$ cat config.mk
export PLATFORM = sky130hd
export DESIGN_NAME = zkbd_top
export DESIGN_NICKNAME = d
export VERILOG_FILES = /design/src/zkbd_cmd_pkg.sv /design/src/zkbd_port_pkg.sv /design/src/input_loader.sv /design/src/input_regs.sv /design/src/port_read_mux.sv /design/src/spi_byte_rx.sv /design/src/zkbd_top.sv
export VERILOG_INCLUDE_DIRS = /design/src /design/src/include
export SDC_FILE = /design/constraint.sdc
export NUM_CORES = 1
export LEC_CHECK = 0
export ABC_CLOCK_PERIOD_IN_PS = 7000
export BUFFER_PORTS_ARGS = -buffer_cell sky130_fd_sc_hd__buf_2
export CORE_MARGIN = 8
export CORE_UTILIZATION = 60
export CTS_CLUSTER_SIZE = 25
export DETAILED_ROUTE_END_ITERATION = 10
export PLACE_DENSITY = 0.84
export REMOVE_ABC_BUFFERS = 1
export SYNTH_ARGS = -nofsm -noshare
export SYNTH_HDL_FRONTEND = slang
export SYNTH_SLANG_ARGS = --single-unit
$ cat constraint.sdc
create_clock -name fclk -period 7 [get_ports fclk]
set_input_delay 0 -clock fclk [delete_from_list [all_inputs] [get_ports fclk]]
set_output_delay 0 -clock fclk [all_outputs]
set_load 0.02 [all_outputs]
$ cat src/include/zkbd_config.svh
/*
 * keyboard/mouse front end configuration
 * matrix geometry, SPI command codes and Z80 port codes
 */
`ifndef ZKBD_CONFIG_SVH
`define ZKBD_CONFIG_SVH

// key matrix geometry, 40 keys
`define ZKBD_ROWS 8
`define ZKBD_COLS 5

// SPI command codes, first byte of a frame
`define ZKBD_CMD_KBD    8'h01
`define ZKBD_CMD_MUSX   8'h02
`define ZKBD_CMD_MUSY   8'h03
`define ZKBD_CMD_MUSBTN 8'h04
`define ZKBD_CMD_JOY    8'h05

`define ZKBD_KBD_BYTES 5 // keyboard payload length

// low address bytes of the Kempston ports
`define ZKBD_PORT_MUS 8'hDF
`define ZKBD_PORT_JOY 8'h1F

`endif

$ cat src/zkbd_cmd_pkg.sv
/*
 * SPI side types
 * received bytes, key matrix, load strobes and loader states
 */
`default_nettype none

`include "zkbd_config.svh"

package zkbd_cmd_pkg;

	typedef logic [7:0] spi_byte_t;

	// one received byte, first set right after cs_n falls
	typedef struct packed {
		spi_byte_t data;
		logic      first;
	} spi_word_t;

	typedef logic [`ZKBD_ROWS*`ZKBD_COLS-1:0] key_matrix_t; // 1 = pressed

	// at most one strobe high per cycle
	typedef struct packed {
		logic        kbd;
		logic        musx;
		logic        musy;
		logic        musbtn;
		logic        joy;
		key_matrix_t kbd_word;
		spi_byte_t   pay_byte; // payload of the one-byte commands
	} load_t;

	typedef enum logic [2:0] {
		IDLE,
		CMD,
		KBD_PAY,
		ONE_PAY,
		SKIP
	} loader_state_e;

endpackage

`default_nettype wire

$ cat src/zkbd_port_pkg.sv
/*
 * Z80 side types
 * I/O address and data, key row, read request and response
 */
`default_nettype none

`include "zkbd_config.svh"

package zkbd_port_pkg;

	typedef logic [15:0] zaddr_t;
	typedef logic [7:0]  zdata_t;

	// column bits of the keyboard port, active low
	typedef logic [`ZKBD_COLS-1:0] key_row_t;

	typedef struct packed {
		zaddr_t addr;
	} io_req_t;

	typedef struct packed {
		zdata_t data;
	} io_resp_t;

endpackage

`default_nettype wire

$ cat src/input_loader.sv
/*
 * SPI command parser
 * decodes the command byte of each frame and issues one load strobe with payload
 */
`timescale 1ns/1ps
`default_nettype none

`include "zkbd_config.svh"

module input_loader (
	input  wire                      fclk,
	input  wire                      arst_n,
	input  wire                      byte_valid,
	input  zkbd_cmd_pkg::spi_word_t  byte_word,
	input  wire                      frame_end,
	output zkbd_cmd_pkg::load_t      load
);
	import zkbd_cmd_pkg::*;

	localparam logic [2:0] KBD_LAST = 3'(`ZKBD_KBD_BYTES - 1);

	loader_state_e state;
	spi_byte_t     cmd;
	logic [2:0]    kbd_cnt;
	key_matrix_t   kbd_acc; // payload gathered low byte first
	logic          cmd_byte;
	logic          pay_valid;

	assign cmd_byte  = byte_valid & byte_word.first & ~frame_end;
	assign pay_valid = byte_valid & ~byte_word.first & ~frame_end;

	always_ff @(posedge fclk or negedge arst_n)
	begin
		if (!arst_n)
		begin
			state   <= IDLE;
			cmd     <= '0;
			kbd_cnt <= '0;
			load    <= '0;
		end
		else
		begin
			// strobes last one cycle
			load.kbd    <= 1'b0;
			load.musx   <= 1'b0;
			load.musy   <= 1'b0;
			load.musbtn <= 1'b0;
			load.joy    <= 1'b0;

			if (frame_end)
				state <= IDLE; // cs_n rose, abort
			else if (cmd_byte)
			begin
				cmd   <= byte_word.data;
				state <= CMD;
			end
			else
			begin
				case (state)
					CMD:
					begin
						kbd_cnt <= '0;
						case (cmd)
							`ZKBD_CMD_KBD:    state <= KBD_PAY;
							`ZKBD_CMD_MUSX,
							`ZKBD_CMD_MUSY,
							`ZKBD_CMD_MUSBTN,
							`ZKBD_CMD_JOY:    state <= ONE_PAY;
							default:          state <= SKIP; // unknown command
						endcase
					end
					KBD_PAY:
						if (pay_valid)
						begin
							kbd_cnt <= kbd_cnt + 3'd1;
							if (kbd_cnt == KBD_LAST)
							begin
								load.kbd      <= 1'b1;
								load.kbd_word <= {byte_word.data, kbd_acc[39:8]};
								state         <= SKIP;
							end
						end
					ONE_PAY:
						if (pay_valid)
						begin
							load.musx     <= (cmd == `ZKBD_CMD_MUSX);
							load.musy     <= (cmd == `ZKBD_CMD_MUSY);
							load.musbtn   <= (cmd == `ZKBD_CMD_MUSBTN);
							load.joy      <= (cmd == `ZKBD_CMD_JOY);
							load.pay_byte <= byte_word.data;
							state         <= SKIP;
						end
					default: ; // IDLE and SKIP wait for the next frame
				endcase
			end
		end
	end

	// shift new bytes in from the top
	always_ff @(posedge fclk)
	begin
		if (state == KBD_PAY && pay_valid)
			kbd_acc <= {byte_word.data, kbd_acc[39:8]};
	end

endmodule

`default_nettype wire

$ cat src/input_regs.sv
/*
 * key matrix, Kempston mouse and joystick registers
 * forms the keyboard column word and mouse byte from the high address
 */
`timescale 1ns/1ps
`default_nettype none

`include "zkbd_config.svh"

module input_regs (
	input  wire                       fclk,
	input  wire                       arst_n,
	input  zkbd_cmd_pkg::load_t       load,
	input  zkbd_port_pkg::zdata_t     zah,
	output zkbd_port_pkg::key_row_t   key_cols,
	output zkbd_port_pkg::zdata_t     mus_sel,
	output zkbd_port_pkg::zdata_t     joy
);
	import zkbd_cmd_pkg::*;
	import zkbd_port_pkg::*;

	key_matrix_t key_matrix;
	zdata_t      mus_x;
	zdata_t      mus_y;
	zdata_t      mus_btn;
	logic [4:0]  joy_r; // Kempston uses 5 bits
	key_row_t    cols;

	always_ff @(posedge fclk or negedge arst_n)
	begin
		if (!arst_n)
		begin
			key_matrix <= '0;   // nothing pressed
			mus_x      <= '0;
			mus_y      <= '0;
			mus_btn    <= 8'hFF; // buttons released
			joy_r      <= '0;
		end
		else
		begin
			if (load.kbd)
				key_matrix <= load.kbd_word;
			if (load.musx)
				mus_x <= load.pay_byte;
			if (load.musy)
				mus_y <= load.pay_byte;
			if (load.musbtn)
				mus_btn <= load.pay_byte;
			if (load.joy)
				joy_r <= load.pay_byte[4:0];
		end
	end

	/*
	 * row r is bits r, r+8, .. r+32, with bit r in the top column position.
	 * every selected row (zah bit low) pulls its pressed keys to 0
	 */
	always_comb
	begin
		cols = '1;
		for (int r = 0; r < `ZKBD_ROWS; r++)
		begin
			if (!zah[r])
			begin
				for (int c = 0; c < `ZKBD_COLS; c++)
					cols[`ZKBD_COLS-1-c] = cols[`ZKBD_COLS-1-c] &
						~key_matrix[r + `ZKBD_ROWS*c];
			end
		end
	end

	assign key_cols = cols;

	// FADF buttons, FBDF x, FFDF y
	assign mus_sel = !zah[0] ? mus_btn : (zah[2] ? mus_y : mus_x);

	assign joy = {3'b000, joy_r};

endmodule

`default_nettype wire

$ cat src/port_read_mux.sv
/*
 * Z80 I/O read port decoder
 * picks keyboard, mouse or joystick byte and holds it under valid/ready
 */
`timescale 1ns/1ps
`default_nettype none

`include "zkbd_config.svh"

module port_read_mux (
	input  wire                       fclk,
	input  wire                       arst_n,
	input  wire                       req_valid,
	input  zkbd_port_pkg::io_req_t    req,
	output logic                      req_ready,
	output logic                      resp_valid,
	output zkbd_port_pkg::io_resp_t   resp,
	input  wire                       resp_ready,
	output zkbd_port_pkg::zdata_t     zah,
	input  zkbd_port_pkg::key_row_t   key_cols,
	input  zkbd_port_pkg::zdata_t     mus_sel,
	input  zkbd_port_pkg::zdata_t     joy
);
	import zkbd_port_pkg::*;

	zdata_t zal;
	zdata_t rd_byte;
	logic   req_xfer;

	assign zah = req.addr[15:8];
	assign zal = req.addr[7:0];

	always_comb
	begin
		if (!zal[0])
			rd_byte = {3'b111, key_cols}; // any even port is the keyboard
		else if (zal == `ZKBD_PORT_MUS)
			rd_byte = mus_sel;
		else if (zal == `ZKBD_PORT_JOY)
			rd_byte = joy;
		else
			rd_byte = 8'hFF; // nothing on the bus
	end

	assign req_ready = ~resp_valid; // one read in flight
	assign req_xfer  = req_valid & req_ready;

	always_ff @(posedge fclk or negedge arst_n)
	begin
		if (!arst_n)
			resp_valid <= 1'b0;
		else if (req_xfer)
			resp_valid <= 1'b1;
		else if (resp_ready)
			resp_valid <= 1'b0;
	end

	always_ff @(posedge fclk)
	begin
		if (req_xfer)
			resp.data <= rd_byte; // held until the response leaves
	end

endmodule

`default_nettype wire

$ cat src/spi_byte_rx.sv
/*
 * SPI slave byte receiver
 * syncs sck/mosi/cs_n to fclk, assembles MSB-first bytes, flags frame start
 */
`timescale 1ns/1ps
`default_nettype none

module spi_byte_rx (
	input  wire                      fclk,
	input  wire                      arst_n,
	input  wire                      sck,
	input  wire                      mosi,
	input  wire                      cs_n,
	output logic                     byte_valid,
	output zkbd_cmd_pkg::spi_word_t  byte_word,
	output logic                     frame_end
);
	import zkbd_cmd_pkg::*;

	logic [2:0] sck_sync;  // two sync stages plus edge history
	logic [1:0] mosi_sync;
	logic [2:0] cs_sync;
	logic       sck_rise;
	logic       cs_hi;
	logic [2:0] bit_cnt;
	logic       first_pend; // next byte opens a frame
	logic [6:0] shift;

	assign sck_rise  = sck_sync[1] & ~sck_sync[2];
	assign cs_hi     = cs_sync[1];
	assign frame_end = cs_sync[1] & ~cs_sync[2];

	always_ff @(posedge fclk or negedge arst_n)
	begin
		if (!arst_n)
		begin
			sck_sync   <= '0;
			mosi_sync  <= '0;
			cs_sync    <= '1; // deselected
			bit_cnt    <= '0;
			first_pend <= 1'b1;
			byte_valid <= 1'b0;
		end
		else
		begin
			sck_sync   <= {sck_sync[1:0], sck};
			mosi_sync  <= {mosi_sync[0], mosi};
			cs_sync    <= {cs_sync[1:0], cs_n};
			byte_valid <= 1'b0;

			if (cs_hi)
			begin
				// drop any partial byte
				bit_cnt    <= '0;
				first_pend <= 1'b1;
			end
			else if (sck_rise)
			begin
				bit_cnt <= bit_cnt + 3'd1;
				if (bit_cnt == 3'd7)
				begin
					byte_valid <= 1'b1;
					first_pend <= 1'b0;
				end
			end
		end
	end

	// data path
	always_ff @(posedge fclk)
	begin
		if (!cs_hi && sck_rise)
		begin
			shift <= {shift[5:0], mosi_sync[1]};
			if (bit_cnt == 3'd7)
			begin
				byte_word.data  <= {shift, mosi_sync[1]};
				byte_word.first <= first_pend;
			end
		end
	end

endmodule

`default_nettype wire

$ cat src/zkbd_top.sv
/*
 * keyboard and mouse front end
 * SPI frames from the microcontroller in, Z80 port reads out
 */
`timescale 1ns/1ps
`default_nettype none

module zkbd_top (
	input  wire                       fclk,
	input  wire                       arst_n,
	input  wire                       sck,
	input  wire                       mosi,
	input  wire                       cs_n,
	input  wire                       req_valid,
	input  zkbd_port_pkg::io_req_t    req,
	output logic                      req_ready,
	output logic                      resp_valid,
	output zkbd_port_pkg::io_resp_t   resp,
	input  wire                       resp_ready
);
	import zkbd_cmd_pkg::*;
	import zkbd_port_pkg::*;

	logic      byte_valid;
	spi_word_t byte_word;
	logic      frame_end;
	load_t     load;
	zdata_t    zah;
	key_row_t  key_cols;
	zdata_t    mus_sel;
	zdata_t    joy;

	spi_byte_rx u_rx (
		.fclk       (fclk),
		.arst_n     (arst_n),
		.sck        (sck),
		.mosi       (mosi),
		.cs_n       (cs_n),
		.byte_valid (byte_valid),
		.byte_word  (byte_word),
		.frame_end  (frame_end)
	);

	input_loader u_loader (
		.fclk       (fclk),
		.arst_n     (arst_n),
		.byte_valid (byte_valid),
		.byte_word  (byte_word),
		.frame_end  (frame_end),
		.load       (load)
	);

	input_regs u_regs (
		.fclk     (fclk),
		.arst_n   (arst_n),
		.load     (load),
		.zah      (zah),
		.key_cols (key_cols),
		.mus_sel  (mus_sel),
		.joy      (joy)
	);

	port_read_mux u_mux (
		.fclk       (fclk),
		.arst_n     (arst_n),
		.req_valid  (req_valid),
		.req        (req),
		.req_ready  (req_ready),
		.resp_valid (resp_valid),
		.resp       (resp),
		.resp_ready (resp_ready),
		.zah        (zah),
		.key_cols   (key_cols),
		.mus_sel    (mus_sel),
		.joy        (joy)
	);

endmodule

`default_nettype wire

# Word level (Yosys, flattened, before mapping)
# Cells that the tools add are included.
# W data, S select, Z words.
[word_totals] ff_bits=214 in_bits=23 word_cells=194
[classes] addsub=2 eq_ne=16 n_mux=44 n_bitwise=88 reduce_logical=16
[ops] op="$mux W40" count=3
[ops] op="$mux W53" count=2
[ops] op="$mux W8" count=6
[ops] op="$not A1 Y1" count=46
[ops] op="$mux W5" count=9
[ops] op="$and A1 B1 Y1" count=42
[ops] op="$mux W3" count=8
[ops] op="$eq A8 B2 Y1 const B" count=2
[ops] op="$eq A8 B3 Y1 const B" count=2
[ops] op="$ne A4 B1 Y1 const B" count=3
[ops] op="$pmux W3 S2" count=2
[ops] op="$reduce_and A4 Y1" count=3
[ops] op="$mux W1" count=11
[ops] op="$pmux W3 S3" count=1
[ops] op="$eq A8 B1 Y1 const B" count=1
[ops] op="$eq A8 B5 Y1 const B" count=1
[ops] op="$eq A8 B8 Y1 const B" count=1
[ops] op="$mux W4" count=2
[ops] op="$reduce_bool A2 Y1" count=4
[ops] op="$add A3 B1 Y3 const B" count=2
[ops] op="$eq A3 B2 Y1 const B" count=2
[ops] op="$eq A3 B3 Y1 const B" count=2
[ops] op="$reduce_and A2 Y1" count=3
[ops] op="$reduce_and A5 Y1" count=1
[ops] op="6 further kinds" count=7

# Logic depth before layout (Yosys ltp)
[depth] ltp_word=17 ltp_mapped=6 depth_no_buf=6

# Hierarchy
# From an unflattened synthesis, not the netlist that was laid out.
[hier_totals] hier_cells=596 area_unflattened_um2=8320.5
[by_module_without_submodules] module="input_loader" n_inst=1 cells_per_inst=215 area_per_inst_um2=3860.0 seq_area_each_um2=2637.5
[by_module_without_submodules] module="input_regs" n_inst=1 cells_per_inst=286 area_per_inst_um2=2999.1 seq_area_each_um2=1736.7
[by_module_without_submodules] module="spi_byte_rx" n_inst=1 cells_per_inst=48 area_per_inst_um2=979.7 seq_area_each_um2=810.8
[by_module_without_submodules] module="port_read_mux" n_inst=1 cells_per_inst=47 area_per_inst_um2=481.7 seq_area_each_um2=265.3

# Worst setup path before layout
# No wires, ideal clock.
[synth_timing] kind="register to register" startpoint="register u_rx.cs_sync[2]" endpoint="register u_loader.kbd_acc[10] (enable)" setup_time_ps=423 t_arrival_ps=2290 path_slack_ps=4287 path_stages_with_launch=5 n_path_buf=1 period_less_slack_ps=2713 path_cell_list="dfstp_2 nand2b_1 buf_2 nand3_2 nor2_1"
[synth_between] elab_chain_cells=5
[synth_lines] element="from (decl)" line_no="spi_byte_rx.sv:22" rtl="logic [2:0] cs_sync;"
[synth_lines] element="from (signal assigned)" line_no="spi_byte_rx.sv:48" rtl="cs_sync <= {cs_sync[1:0], cs_n};"
[synth_lines] element="$not A1 Y1" line_no="spi_byte_rx.sv:31" rtl="assign frame_end = cs_sync[1] & ~cs_sync[2];"
[synth_lines] element="$and A1 B1 Y1" line_no="spi_byte_rx.sv:31"
[synth_lines] element="$not A1 Y1 (no line)"
[synth_lines] element="$and A1 B1 Y1" line_no="input_loader.sv:30" rtl="assign pay_valid = byte_valid & ~byte_word.first & ~frame_end;"
[synth_lines] element="$logic_and A1 B1 Y1" line_no="input_loader.sv:102" rtl="if (state == KBD_PAY && pay_valid)"
[synth_lines] element="to (signal assigned)" line_no="input_loader.sv:103" rtl="kbd_acc <= {byte_word.data, kbd_acc[39:8]};"
[synth_lines] element="to (decl)" line_no="input_loader.sv:25" rtl="key_matrix_t kbd_acc;"
# Every way passes these cells.
# A chain may end at the register's enable or synchronous reset.

# Worst setup path in the final report
[layout_timing] startpoint="register u_loader.state[1]" endpoint="register, netlist name u_loader.load[39]"
[layout_between] elab_chain_cells=2
[layout_lines] element="from (decl)" line_no="input_loader.sv:22" rtl="loader_state_e state;"
[layout_lines] element="from (signal assigned)" line_no="input_loader.sv:36" rtl="state <= IDLE;"
[layout_lines] element="from (signal assigned)" line_no="input_loader.sv:51" rtl="state <= IDLE;"
[layout_lines] element="from (signal assigned)" line_no="input_loader.sv:55" rtl="state <= CMD;"
[layout_lines] element="$eq A3 B2 Y1" line_no="input_loader.sv:59" rtl="case (state)"
[layout_lines] element="$reduce_and A5 Y1 (no line)"
# Every way passes these cells.

==> results.sh <==
export IMPL_run_status="completed"
export IMPL_antenna_violations_before_repair=0
export IMPL_netlist_instances=571
export IMPL_drt_vias_per_instance=5.86
export IMPL_tritoncts_clock_tree="done"
export IMPL_clk_latency_worst_skew_pair_ns=0.49
export IMPL_grt_ovfl_total=0
export IMPL_drt_pass1_iter_count=6
export IMPL_min_from="req[1]"
export IMPL_postSynth_asyncResetShare=0.728
export IMPL_max_clock_path_buffers=3
export IMPL_synth_seq_cells=206
export IMPL_core_area_um2=13100
export IMPL_ant_nets=0
export IMPL_yosys_top_cells_area="sky130_fd_sc_hd__dfrtp_1, sky130_fd_sc_hd__edfxtp_1, sky130_fd_sc_hd__mux2_2"
export IMPL_syn_mean_instance_area_um2=13.9
export IMPL_share_of_the_clock_period_used_by_the_worst_path=0.339
export IMPL_drt_drc_violations_left=0
export IMPL_post_cts_resized_instances=0
export IMPL_layout_area_overhead_vs_synth_pct=12.9
export IMPL_max_vdd_ir_drop_mv=0.146
export IMPL_final_period_minus_worst_setup_slack_ns=2.37
export IMPL_synth_edf_count=56
export IMPL_synth_largest_type_area_fraction=0.434
export IMPL_ff_latch_area_um2=5450
export IMPL_wirelength_per_cell_um=19.5
export IMPL_dr_first_iter_drc_count=448
export IMPL_yosys_most_used_dff="sky130_fd_sc_hd__dfrtp_1"
export IMPL_floorplan_die_area_um2=17200
export IMPL_n_fill_cell=843
export IMPL_floorplan_die_width_um=131
export IMPL_type_of_destination_of_the_critical_path="flop"
export IMPL_final_net_count=639
export IMPL_finalMaxSlewViolations=0
export IMPL_r2r_start="u_loader.state[1]"
export IMPL_p_leak_nw=3.91
export IMPL_clkSinkCount=206
export IMPL_std_cell_rows=42
export IMPL_fin_setup_tns_ns=0
export IMPL_clkTransAtPathRegs_ns=0.06
export IMPL_detailroute_via_count=4708
export IMPL_synth_warnings=0
export IMPL_hold_slack_ns=0.00282
export IMPL_top_level_ports=33
export IMPL_worstHoldEndpoint="u_mux.resp[7]"
export IMPL_timing_rr_end="u_loader.load[39]"
export IMPL_max_cap_violations=0
export IMPL_worst_path_max_fanout=41
export IMPL_setup_worst_path_class="reg -> reg"
export IMPL_post_synthesis_instance_area_um2=7960
export IMPL_seq_area_frac_synth=0.685
export IMPL_initial_utilization=0.608
export IMPL_multi_input_comb_area_um2=2220
export IMPL_place_congestion=0.839
export IMPL_crit_arrival_ns=2.73
export IMPL_clockRootBuffer="sky130_fd_sc_hd__clkbuf_16"
export IMPL_cts_inserted_buffers=21
export IMPL_port_buffer_count=32
export IMPL_cell_pwr_density_nw_per_um2=263
export IMPL_drive_above_1_share=0.271
export IMPL_worstHoldPathCells=4
export IMPL_dp_hpwl_um=9420
export IMPL_grt_first_pass_wirelength_um=26100
export IMPL_rsz0062_at_grt="no"
export IMPL_worst_reg_to_reg_path_cell_count=5
export IMPL_netlist_top_cells_count="sky130_fd_sc_hd__dfrtp_1, sky130_fd_sc_hd__mux2_2, sky130_fd_sc_hd__edfxtp_1"
export IMPL_clock_skew_final_ns=0.0137
export IMPL_wl_um=15600
export IMPL_worst_pin_slew_ns=1.17
export IMPL_die_h_um=131
export IMPL_synth_cell_types=47
export IMPL_grt_start_max_net_pins=81
export IMPL_crit_path_start_kind="flop"
export IMPL_timing_final_hold_violations=0
export IMPL_hold_path_class="in -> reg"
export IMPL_max_transition_margin=0.219
export IMPL_h_tree_lvl_count=1
export IMPL_fmax_ghz=0.422
export IMPL_diodes=0
export IMPL_postCtsSetupBuffers=0
export IMPL_groute_usage_overall=0.184
export IMPL_via_count_of_the_first_global_routing_pass=5006
export IMPL_synth_area_leader_cell="sky130_fd_sc_hd__dfrtp_1"
export IMPL_r2r_setup_slack_ns=4.63
export IMPL_cts_hold_fix_buffers=7
export IMPL_worstPathRequired_ns=7.36
export IMPL_synth_most_common_cell="sky130_fd_sc_hd__dfrtp_1"
export IMPL_report_final_setup_viol=0
kinds of logic after synthesis:
logic type                 after synthesis  share of synthesized area
adders and majority gates                4                    0.00629
muxes                                   96                      0.134
and+or+nand+nor                        106                     0.0670
buffers and inverters                   68                     0.0363
AOI/OAI and AO/OA                       89                     0.0693
xor gates and xnor gates                 2                    0.00220
DFF                                    206                      0.685
critical path, stage by stage, from the launching register on:
cell                      delay [ns]
sky130_fd_sc_hd__dfrtp_1        0.55
sky130_fd_sc_hd__nor3b_4        0.30
sky130_fd_sc_hd__nand3_2        0.17
sky130_fd_sc_hd__nor4_4         0.27
sky130_fd_sc_hd__buf_4          0.51
sky130_fd_sc_hd__mux2_2         0.42
placed cells by master, fill, tap and decap left out, drive strengths merged, types with 2 or more instances in the layout:
master	count
nand2b	3
dfstp	12
o221ai	4
o22ai	20
or4	2
nor2b	3
mux2	84
buf	35
nor2	11
dfrtp	138
o311ai	4
and2	2
dlygate4sd3	7
nand2	55
a2bb2oi	6
or2	4
nand4	2
a21o	2
inv	45
clkinvlp	2
nor3b	2
nor4	6
mux2i	12
ha	4
clkbuf	27
nand3b	3
nor3	6
a31oi	3
nand3	5
clkinv	7
edfxtp	56
o21ai	44
power by group:
group / internal (mW) / switching [mW] / leakage, nW
logic: 0.0165 / 0.0404 / 1.06
registers: 1.24 / 0.00294 / 2.52
clock network: 0.623 / 0.442 / 0.328
how the worst max path moves through the flow:
stage | from | to | slack (ns)
final | u_loader.state[1] | u_loader.load[39] | 4.63
after global routing | u_loader.state[1] | u_loader.load[39] | 4.53
after CTS | u_rx.cs_sync[2] | u_loader.load[39] | 4.65
after detailed placement | u_rx.cs_sync[2] | u_loader.load[37] | 4.68
after global placement | u_rx.cs_sync[2] | u_loader.load[11] | 4.76
after floorplan | u_rx.cs_sync[2] | u_loader.load[10] | 4.13
metal layers:
layer | up-vias | part of all wire | global-route usage
met1 | 2405 | 0.40 | 0.229
met4 | 0 | 0.032 | 0.0717
met2 | 165 | 0.51 | 0.316
li1 | 2097 | - | -
met5 | - | 0 | 0
met3 | 41 | 0.061 | 0.0328
cell type report:
| class | count | area share |
|---|---|---|
| clock buffers | 27 | 0.0643 |
| clock inverters | 11 | 0.0102 |
| inverters | 44 | 0.0184 |
| multi-input cells | 297 | 0.247 |
| flip-flops and latches | 206 | 0.607 |
| well taps | 176 | 0.0245 |
| repair buffers | 42 | 0.0288 |
stage by stage:
step                cell area, um2  instances  power, mW  worst slack (ns)  utilization
global route                  8990        803       2.44              4.53        0.687
detailed placement            8250        758       1.32              4.68        0.630
finish                        8990        803       2.36              4.63        0.687
floorplan                     7830        547       1.28              4.13            -
CTS                           8990        803       2.38              4.65        0.687
global placement              8250        758       1.32              4.76        0.630
flip-flops by register name, indices dropped and copies added (netlist names):
name and flops:
u_loader.state 3, u_rx.byte_word 9, u_regs.mus_y 8, u_regs.joy_r 5, u_loader.load 53, u_regs.key_matrix 40, u_rx.sck_sync 3, u_regs.mus_x 8
u_regs.mus_btn 8, u_loader.kbd_acc 32, u_rx.mosi_sync 2, u_mux.resp 8, u_rx.byte_valid 1, u_rx.bit_cnt 3, u_rx.shift 7, u_mux.resp_valid 1
u_loader.kbd_cnt 3, u_loader.cmd 8, u_rx.cs_sync 3, u_rx.first_pend 1
No activity file was read; power rests on OpenSTA's default activity.
